$ cat config.mk
export PLATFORM = sky130hd
export DESIGN_NAME = fetch_load_bridge
export DESIGN_NICKNAME = d
export VERILOG_FILES = /design/src/logic/bridge_pkg.sv /design/src/logic/axi_read_master.sv /design/src/logic/axi_read_arbiter.sv /design/src/logic/fetch_load_bridge.sv
export SDC_FILE = /design/constraint.sdc
export NUM_CORES = 1
export LEC_CHECK = 0
export ABC_AREA = 1
export BUFFER_PORTS_ARGS = -buffer_cell sky130_fd_sc_hd__buf_2
export CAP_MARGIN = 5
export CELL_PAD_IN_SITES_DETAIL_PLACEMENT = 1
export CELL_PAD_IN_SITES_GLOBAL_PLACEMENT = 2
export CORE_MARGIN = 5
export CORE_UTILIZATION = 30
export CTS_CLUSTER_SIZE = 10
export DETAILED_ROUTE_END_ITERATION = 12
export GPL_ROUTABILITY_DRIVEN = 0
export PLACE_DENSITY = 0.76
export SETUP_SLACK_MARGIN = 0.05
export SYNTH_ARGS = -nofsm -noshare
export SYNTH_HDL_FRONTEND = slang
export SYNTH_SLANG_ARGS = --single-unit
export TNS_END_PERCENT = 30
$ cat constraint.sdc
create_clock -name clock -period 8 [get_ports clock]
set_input_delay 1.6 -clock clock [delete_from_list [all_inputs] [get_ports clock]]
set_output_delay 1.6 -clock clock [all_outputs]
set_load 0.02 [all_outputs]
$ cat src/logic/bridge_pkg.sv
package bridge_pkg;

    // bus geometry
    localparam int xlen         = 64;   // data bus and address width
    localparam int inst_width   = 32;   // one instruction lane
    localparam int axi_id_width = 4;

    // ar channel encodings
    localparam logic [7:0] axi_len_single = 8'd0;    // single beat, no bursts here
    localparam logic [2:0] axi_size_dword = 3'd3;    // 8 bytes per beat
    localparam logic [1:0] axi_burst_incr = 2'b01;

    // prot bit0 privileged, bit1 non-secure, bit2 instruction
    // all clear means unprivileged, secure, data
    localparam logic [2:0] axi_prot_data = 3'b000;

    // normal memory, non-cacheable, non-bufferable
    localparam logic [3:0] axi_cache_normal_nc = 4'b0010;

    // read response codes
    localparam logic [1:0] axi_resp_okay = 2'b00;

    // requester ids on the shared port
    localparam logic [axi_id_width-1:0] ifu_id = 4'd0;   // instruction fetch
    localparam logic [axi_id_width-1:0] lsu_id = 4'd1;   // load unit

    // payload types
    typedef logic [xlen-1:0]       xlen_t;
    typedef logic [inst_width-1:0] inst_t;

    // read master states, gray order like the old bus bridge
    typedef enum logic [1:0] {
        rd_idle    = 2'b00,
        rd_ar_wait = 2'b01,   // ar valid up, waiting for ready
        rd_r_wait  = 2'b11,   // r ready up, waiting for the beat
        rd_done    = 2'b10    // result cached, ready to requester
    } rd_state_t;

    // address read channel, 88 bits
    typedef struct packed {
        logic [axi_id_width-1:0] id;
        logic [xlen-1:0]         addr;
        logic [7:0]              len;
        logic [2:0]              size;
        logic [1:0]              burst;
        logic [2:0]              prot;
        logic [3:0]              cache;
    } ar_chan_t;

    // read data channel, 71 bits
    typedef struct packed {
        logic [axi_id_width-1:0] id;
        logic [xlen-1:0]         data;
        logic [1:0]              resp;   // passed along, not acted on
        logic                    last;
    } r_chan_t;

endpackage

$ cat src/logic/axi_read_master.sv
`timescale 1ns/1ps

module axi_read_master #(
    parameter type payload_t = bridge_pkg::xlen_t,
    parameter logic [bridge_pkg::axi_id_width-1:0] master_id = '0
) (
    input  logic                 clock,
    input  logic                 reset,

    // requester side, valid and address held until ready
    input  logic                 req_valid_i,
    input  bridge_pkg::xlen_t    req_addr_i,
    output logic                 req_ready_o,
    output payload_t             req_data_o,

    // ar channel toward the arbiter
    output bridge_pkg::ar_chan_t ar_o,
    output logic                 ar_valid_o,
    input  logic                 ar_ready_i,

    // r channel, valid already steered by id
    input  bridge_pkg::r_chan_t  r_i,
    input  logic                 r_valid_i,
    output logic                 r_ready_o
);

    bridge_pkg::rd_state_t state_q;
    bridge_pkg::rd_state_t state_d;

    bridge_pkg::xlen_t addr_q;   // address of the read in flight or cached
    bridge_pkg::xlen_t data_q;   // last returned beat

    logic addr_hit;    // live address matches the held one
    logic load_addr;   // capture a new address this edge
    logic r_fire;      // beat accepted

    assign addr_hit  = (req_addr_i == addr_q);
    assign r_fire    = r_valid_i && r_ready_o;

    // new read from idle, or refetch after the address moved
    assign load_addr = req_valid_i &&
                       ((state_q == bridge_pkg::rd_idle) ||
                        ((state_q == bridge_pkg::rd_done) && !addr_hit));

    always_ff @(posedge clock or negedge reset) begin
        if (!reset) begin
            state_q <= bridge_pkg::rd_idle;
        end else begin
            state_q <= state_d;
        end
    end

    always_comb begin
        state_d = state_q;
        unique case (state_q)
            bridge_pkg::rd_idle: begin
                if (req_valid_i) state_d = bridge_pkg::rd_ar_wait;
            end
            bridge_pkg::rd_ar_wait: begin
                if (ar_ready_i) state_d = bridge_pkg::rd_r_wait;   // address taken
            end
            bridge_pkg::rd_r_wait: begin
                if (r_valid_i) state_d = bridge_pkg::rd_done;
            end
            bridge_pkg::rd_done: begin
                if (!req_valid_i) begin
                    state_d = bridge_pkg::rd_idle;       // requester let go
                end else if (!addr_hit) begin
                    state_d = bridge_pkg::rd_ar_wait;    // new address, refetch
                end
            end
            default: state_d = bridge_pkg::rd_idle;
        endcase
    end

    // address held for the whole read so ar stays stable
    always_ff @(posedge clock) begin
        if (load_addr) begin
            addr_q <= req_addr_i;
        end
    end

    // beat captured on the r handshake
    always_ff @(posedge clock) begin
        if (r_fire) begin
            data_q <= r_i.data;
        end
    end

    assign ar_valid_o = (state_q == bridge_pkg::rd_ar_wait);
    assign r_ready_o  = (state_q == bridge_pkg::rd_r_wait);

    // single beat, full width, fixed attributes
    always_comb begin
        ar_o.id    = master_id;
        ar_o.addr  = addr_q;
        ar_o.len   = bridge_pkg::axi_len_single;
        ar_o.size  = bridge_pkg::axi_size_dword;
        ar_o.burst = bridge_pkg::axi_burst_incr;
        ar_o.prot  = bridge_pkg::axi_prot_data;
        ar_o.cache = bridge_pkg::axi_cache_normal_nc;
    end

    // cached result only counts while the address has not moved
    assign req_ready_o = (state_q == bridge_pkg::rd_done) && req_valid_i && addr_hit;

    // narrow payload picks its lane with address bit 2
    if ($bits(payload_t) < bridge_pkg::xlen) begin : g_lane
        logic [bridge_pkg::inst_width-1:0] lane;

        assign lane = addr_q[2] ? data_q[bridge_pkg::inst_width +: bridge_pkg::inst_width]
                                : data_q[0 +: bridge_pkg::inst_width];
        assign req_data_o = payload_t'(lane);
    end else begin : g_word
        assign req_data_o = payload_t'(data_q);   // whole dword
    end

    // ar payload and valid must not move while stalled
    a_ar_stable: assert property (
        @(posedge clock) disable iff (!reset)
        ar_valid_o && !ar_ready_i |=> ar_valid_o && $stable(ar_o)
    ) else $error("ar channel changed under back-pressure, id %0d", master_id);

    // no ready before a beat has come back for this address
    a_ready_done: assert property (
        @(posedge clock) disable iff (!reset)
        req_ready_o |-> (state_q == bridge_pkg::rd_done) && $past(r_fire || req_ready_o)
    ) else $error("requester ready outside done, id %0d", master_id);

endmodule

$ cat src/logic/axi_read_arbiter.sv
`timescale 1ns/1ps

module axi_read_arbiter (
    input  logic                 clock,
    input  logic                 reset,

    // fetch master ar
    input  bridge_pkg::ar_chan_t ifu_ar_i,
    input  logic                 ifu_ar_valid_i,
    output logic                 ifu_ar_ready_o,

    // load master ar
    input  bridge_pkg::ar_chan_t lsu_ar_i,
    input  logic                 lsu_ar_valid_i,
    output logic                 lsu_ar_ready_o,

    // r handshake per master, payload goes to both
    output logic                 ifu_r_valid_o,
    input  logic                 ifu_r_ready_i,
    output logic                 lsu_r_valid_o,
    input  logic                 lsu_r_ready_i,
    input  bridge_pkg::r_chan_t  r_i,

    // external port
    output bridge_pkg::ar_chan_t ar_o,
    output logic                 ar_valid_o,
    input  logic                 ar_ready_i,
    input  logic                 r_valid_i,
    output logic                 r_ready_o
);

    logic [1:0] req;       // bit 0 fetch, bit 1 load
    logic [1:0] pick;      // fresh round-robin choice
    logic [1:0] grant;     // grant in effect this cycle
    logic [1:0] grant_q;   // locked grant, zero when free
    logic       ptr_q;     // 0 favors fetch, 1 favors load
    logic       ar_fire;
    logic       r_to_ifu;
    logic       r_to_lsu;

    assign req = {lsu_ar_valid_i, ifu_ar_valid_i};

    always_comb begin
        pick = 2'b00;
        if (!ptr_q) begin
            if (req[0]) begin
                pick = 2'b01;
            end else if (req[1]) begin
                pick = 2'b10;
            end
        end else begin
            if (req[1]) begin
                pick = 2'b10;
            end else if (req[0]) begin
                pick = 2'b01;
            end
        end
    end

    // a locked grant wins over a new pick
    assign grant = (grant_q != 2'b00) ? grant_q : pick;

    assign ar_o       = grant[1] ? lsu_ar_i : ifu_ar_i;
    assign ar_valid_o = (grant[0] && ifu_ar_valid_i) || (grant[1] && lsu_ar_valid_i);
    assign ar_fire    = ar_valid_o && ar_ready_i;

    assign ifu_ar_ready_o = grant[0] && ar_ready_i;
    assign lsu_ar_ready_o = grant[1] && ar_ready_i;

    always_ff @(posedge clock or negedge reset) begin
        if (!reset) begin
            grant_q <= 2'b00;
            ptr_q   <= 1'b0;    // fetch first after reset
        end else if (ar_fire) begin
            grant_q <= 2'b00;
            ptr_q   <= grant[0];   // other side next time
        end else if (ar_valid_o) begin
            grant_q <= grant;       // stalled, hold the winner
        end else begin
            grant_q <= 2'b00;
        end
    end

    // r routing by id
    assign r_to_ifu = (r_i.id == bridge_pkg::ifu_id);
    assign r_to_lsu = (r_i.id == bridge_pkg::lsu_id);

    assign ifu_r_valid_o = r_valid_i && r_to_ifu;
    assign lsu_r_valid_o = r_valid_i && r_to_lsu;

    // stray ids get drained rather than stall the port
    assign r_ready_o = r_to_ifu ? ifu_r_ready_i :
                       r_to_lsu ? lsu_r_ready_i : 1'b1;

    a_grant_onehot: assert property (
        @(posedge clock) disable iff (!reset)
        $onehot0(grant)
    ) else $error("both masters granted");

    // winner cannot change in the middle of a stalled address beat
    a_grant_hold: assert property (
        @(posedge clock) disable iff (!reset)
        ar_valid_o && !ar_ready_i |=> ar_valid_o && $stable(grant)
    ) else $error("grant moved before ar handshake");

    a_r_id_known: assert property (
        @(posedge clock) disable iff (!reset)
        r_valid_i |-> r_to_ifu || r_to_lsu
    ) else $error("r beat with unknown id %0h", r_i.id);

endmodule

$ cat src/logic/fetch_load_bridge.sv
`timescale 1ns/1ps

module fetch_load_bridge (
    input  logic                 clock,
    input  logic                 reset,

    // instruction fetch requester
    input  logic                 ifu_valid_i,
    input  bridge_pkg::xlen_t    ifu_addr_i,
    output logic                 ifu_ready_o,
    output bridge_pkg::inst_t    ifu_inst_o,

    // load requester
    input  logic                 lsu_valid_i,
    input  bridge_pkg::xlen_t    lsu_addr_i,
    output logic                 lsu_ready_o,
    output bridge_pkg::xlen_t    lsu_data_o,

    // shared axi read port
    output bridge_pkg::ar_chan_t axi_ar_o,
    output logic                 axi_ar_valid_o,
    input  logic                 axi_ar_ready_i,
    input  bridge_pkg::r_chan_t  axi_r_i,
    input  logic                 axi_r_valid_i,
    output logic                 axi_r_ready_o
);

    bridge_pkg::ar_chan_t ifu_ar;
    logic                 ifu_ar_valid;
    logic                 ifu_ar_ready;
    logic                 ifu_r_valid;
    logic                 ifu_r_ready;

    bridge_pkg::ar_chan_t lsu_ar;
    logic                 lsu_ar_valid;
    logic                 lsu_ar_ready;
    logic                 lsu_r_valid;
    logic                 lsu_r_ready;

    // fetch side, 32-bit lane out
    axi_read_master #(
        .payload_t (bridge_pkg::inst_t),
        .master_id (bridge_pkg::ifu_id)
    ) ifu_master_i (
        .clock       (clock),
        .reset       (reset),
        .req_valid_i (ifu_valid_i),
        .req_addr_i  (ifu_addr_i),
        .req_ready_o (ifu_ready_o),
        .req_data_o  (ifu_inst_o),
        .ar_o        (ifu_ar),
        .ar_valid_o  (ifu_ar_valid),
        .ar_ready_i  (ifu_ar_ready),
        .r_i         (axi_r_i),        // payload fanned out, valid routed
        .r_valid_i   (ifu_r_valid),
        .r_ready_o   (ifu_r_ready)
    );

    // load side, full dword
    axi_read_master #(
        .payload_t (bridge_pkg::xlen_t),
        .master_id (bridge_pkg::lsu_id)
    ) lsu_master_i (
        .clock       (clock),
        .reset       (reset),
        .req_valid_i (lsu_valid_i),
        .req_addr_i  (lsu_addr_i),
        .req_ready_o (lsu_ready_o),
        .req_data_o  (lsu_data_o),
        .ar_o        (lsu_ar),
        .ar_valid_o  (lsu_ar_valid),
        .ar_ready_i  (lsu_ar_ready),
        .r_i         (axi_r_i),
        .r_valid_i   (lsu_r_valid),
        .r_ready_o   (lsu_r_ready)
    );

    axi_read_arbiter arb_i (
        .clock          (clock),
        .reset          (reset),
        .ifu_ar_i       (ifu_ar),
        .ifu_ar_valid_i (ifu_ar_valid),
        .ifu_ar_ready_o (ifu_ar_ready),
        .lsu_ar_i       (lsu_ar),
        .lsu_ar_valid_i (lsu_ar_valid),
        .lsu_ar_ready_o (lsu_ar_ready),
        .ifu_r_valid_o  (ifu_r_valid),
        .ifu_r_ready_i  (ifu_r_ready),
        .lsu_r_valid_o  (lsu_r_valid),
        .lsu_r_ready_i  (lsu_r_ready),
        .r_i            (axi_r_i),
        .ar_o           (axi_ar_o),
        .ar_valid_o     (axi_ar_valid_o),
        .ar_ready_i     (axi_ar_ready_i),
        .r_valid_i      (axi_r_valid_i),
        .r_ready_o      (axi_r_ready_o)
    );

endmodule

==> run_results.csv <==
group,metric,value,unit
floorplan,initial_utilization,30.2,%
clock_network,clockBufferDepth,3,
power_and_ir_drop,power.density,302,mW/mm2
yosys,synthCells,1224,
final_layout,final_cell_area,0.0153,mm2
global_routing,grt_pass1_vias,10042,
worst_setup_path,worstPathArrival,3.14,ns
run,cap_violations,0,
sta,hold_violations,0,
yosys,ys_ff_latch,263,
global_routing,grt_usage,16.5,%
sta,clock_skew,0.0248,ns
sta,setup_tns,0,ns
clock_network,root_buffer,"clkbuf_16",
floorplan,num_rows,73,
clock_network,h-tree-depth,2,
worst_setup_path,critical-path-max-stage-delay,0.71,ns
drt,vias_per_cell,4.29,
global_routing,grt_first_pass_wirelength,57.1,mm
worst_setup_path,cpMaxStageDelayCell,"buf_4",
worst_setup_path,required,6.40,ns
yosys,syn_area,0.0120,mm2
sta,fin_crit_sh,59.2,%
floorplan,coreArea,0.0396,mm2
placed_design,placed_area,0.0143,mm2
drt,dr.pass1.iters,5,
floorplan,die_w,210,um
clock_network,cts_tree,"done",
drt,vias,9219,
placed_design,dp_hpwl,28.3,mm
drt,routed_wl,37.3,mm
placed_design,dp.cells,2097,
run_status,status,"complete, no violations",
yosys,synth_ff_type,"edfxtp_1",
final_layout,finalNetCount,1813,
power_and_ir_drop,finalPower,0.00463,W
placed_design,port_buffers,366,
worst_setup_path,path_class,"flop to output port",
yosys,synth_area_per_cell,9.78,um2
worst_setup_path,cp_top_family,"buffers and inverters",
power_and_ir_drop,ir_drop,177,uV
final_layout,area.growth.synth_to_final,28.0,%
clock_network,numCtsBuffers,34,
sta,drv_slew,0,
clock_network,cts.clk_slew.worst_paths,0.05,ns
clock_network,ctsHoldBuffers,0,
drt,ant_nets,0,
sta,rsz0062_at_grt,"false",
worst_setup_path,worstPathCellList,"inv_2 > nand2_2 > nor2_2 > nand2_2 > nand2_4 > buf_4 > inv_6 > o21ai_0 > buf_2",
worst_setup_path,crit_path_end_kind,"output port",
clock_network,cts_resized,0,
clock_network,post_cts_buffers,0,
global_routing,grt_max_degree,77,
power_and_ir_drop,leakage,7.34,nW
final_layout,fillers,4619,
clock_network,numClockSinks,263,
floorplan,die_h,210,um
yosys,async_flop_share,2.66,%
final_layout,final_util,38.6,%
yosys,ys_warn_count,0,
yosys,synth_seq_area_share,65.7,%
sta,setup_viol,0,
global_routing,overflow,0,
sta,tightest_slew,0.874,ns
drt,drc_errors,0,
yosys,synth_cell_types,28,
floorplan,fp.dieArea,0.0440,mm2
global_routing,antenna_found_initial,8,
drt,wl_per_cell,17.3,um
sta,fin_crit,4.74,ns
worst_setup_path,path_common_cell,"nand2_2",
worst_setup_path,critPathBufInv,4,
worst_setup_path,cp_max_fo,76,
hold_path,min-delay-path-class,"flop to flop",
drt,drt-initial-drc-count,392,
floorplan,ios,393,
sta,max-slew-margin-rel,41.7,%
final_layout,layoutNonFillerInstCount,2151,
worst_setup_path,critPathLaunchType,"flop",
yosys,synth-edff-count,256,
clock_network,clk_latency,0.52,ns
sta,max_freq,211,MHz
final_layout,drive_gt1_share,26.7,%
-- path summary, 6_finish.rpt --
check,start,end,slack [ns],cells past startpoint
max in group asynchronous,reset,lsu_master_i.state_q[1],6.91,1
hold reg to reg,arb_i.ptr_q,arb_i.ptr_q,0.55,2
min in group asynchronous,reset,ifu_master_i.state_q[1],0.92,1
setup / recovery,ifu_master_i.state_q[1],axi_ar_o[53],3.26,9
hold / removal,arb_i.ptr_q,arb_i.ptr_q,0.55,2
setup reg to reg,ifu_master_i.addr_q[2],ifu_master_i.addr_q[10],4.66,13
-- final cells by class --
type | count | area (um2) | share of cell area (%)
antenna | 5 | 12.5 | 0.0817
clock buffer | 38 | 866 | 5.65
clock inverter | 11 | 144 | 0.940
inverter | 180 | 681 | 4.45
multi-input combinational | 757 | 3210 | 21.0
sequential | 263 | 7860 | 51.3
tap | 525 | 657 | 4.29
timing repair buffer | 372 | 1880 | 12.3
-- worst register-to-register path, delay by kind of cell (launching register included) --
family	cells	cell delay, ns
flops	1	0.36
simple gates	9	0.64
buf+inv	4	1.93
-- logic make-up after synthesis --
group	Yosys count	synth area share, %
other	2	0.0628
AO/OA/AOI/OAI	50	2.37
AND/OR/NAND/NOR	646	20.9
flip-flops	263	65.7
buffers and inverters	225	8.22
XOR/XNOR	38	2.78
-- sequential cells by signal, summed over array words and instances, names as in the netlist --
register,count
lsu_master_i.req_data_o,64
arb_i.grant_q,2
arb_i.ptr_q,1
lsu_master_i.state_q,2
ifu_master_i.addr_q,64
ifu_master_i.state_q,2
lsu_master_i.addr_q,64
ifu_master_i.data_q,64
-- per-stage QoR --
| stage | hold slack (ns) | setup WS (ns) |
|---|---|---|
| after floorplan | 0.481 | 2.92 |
| after global placement | 0.509 | 3.33 |
| after detailed placement | 0.540 | 3.28 |
| after CTS | 0.554 | 3.13 |
| after global routing | 0.560 | 2.97 |
| final | 0.546 | 3.26 |
-- cell usage after synthesis (2+ instances only) --
| cell type | number | area, um2 |
|---|---|---|
| clkbuf_1 | 10 | 37.5 |
| conb_1 | 2 | 7.51 |
| nand4_1 | 2 | 12.5 |
| nand2_1 | 495 | 1860 |
| buf_6 | 2 | 22.5 |
| nand2_2 | 2 | 12.5 |
| nand3_1 | 14 | 70.1 |
| nor2_2 | 2 | 12.5 |
| dfrtp_1 | 7 | 175 |
| edfxtp_1 | 256 | 7690 |
| o21ai_1 | 3 | 15.0 |
| nor3_1 | 3 | 15.0 |
| inv_2 | 3 | 11.3 |
| xor2_1 | 38 | 333 |
| buf_2 | 2 | 10.0 |
| o21ai_0 | 43 | 215 |
| inv_1 | 176 | 661 |
| nor2_1 | 124 | 465 |
| buf_4 | 31 | 233 |
-- cell usage in the layout, fill, tap and decap left out --
master	n
clkinv_2	1
buf_2	366
buf_4	6
nand2_2	2
nand3_4	1
a31oi_4	1
clkinv_1	4
nand3_1	14
nor3_2	1
o22ai_2	1
a21oi_2	1
nand2_1	495
edfxtp_1	256
nor2_1	122
o21ai_1	3
nor2_2	2
conb_1	23
o21bai_2	1
inv_1	174
inv_6	3
clkinv_8	1
nand3_2	1
nand2_4	1
dfrtp_1	7
o21ai_0	43
bufinv_16	3
nand4_1	2
inv_2	5
nor2_4	2
clkbuf_16	34
nor3_1	3
clkbuf_1	4
diode_2	5
xor2_1	38
-- power by group --
part,internal [W],leakage (nW),switching [W],total [W]
clock,0.000866,0.492,0.000567,0.00143
combinational,0.000397,4.41,0.00102,0.00142
sequential,0.00169,2.43,0.0000889,0.00177
total,0.00295,7.34,0.00168,0.00463
-- per-layer routing --
layer | track usage, % | part of all wire, %
met5 | 0 | 0.11
met4 | 4.37 | 1.8
met3 | 5.23 | 7.6
met2 | 27.9 | 48
met1 | 20.5 | 42
Power figures use the tool's default switching activity.
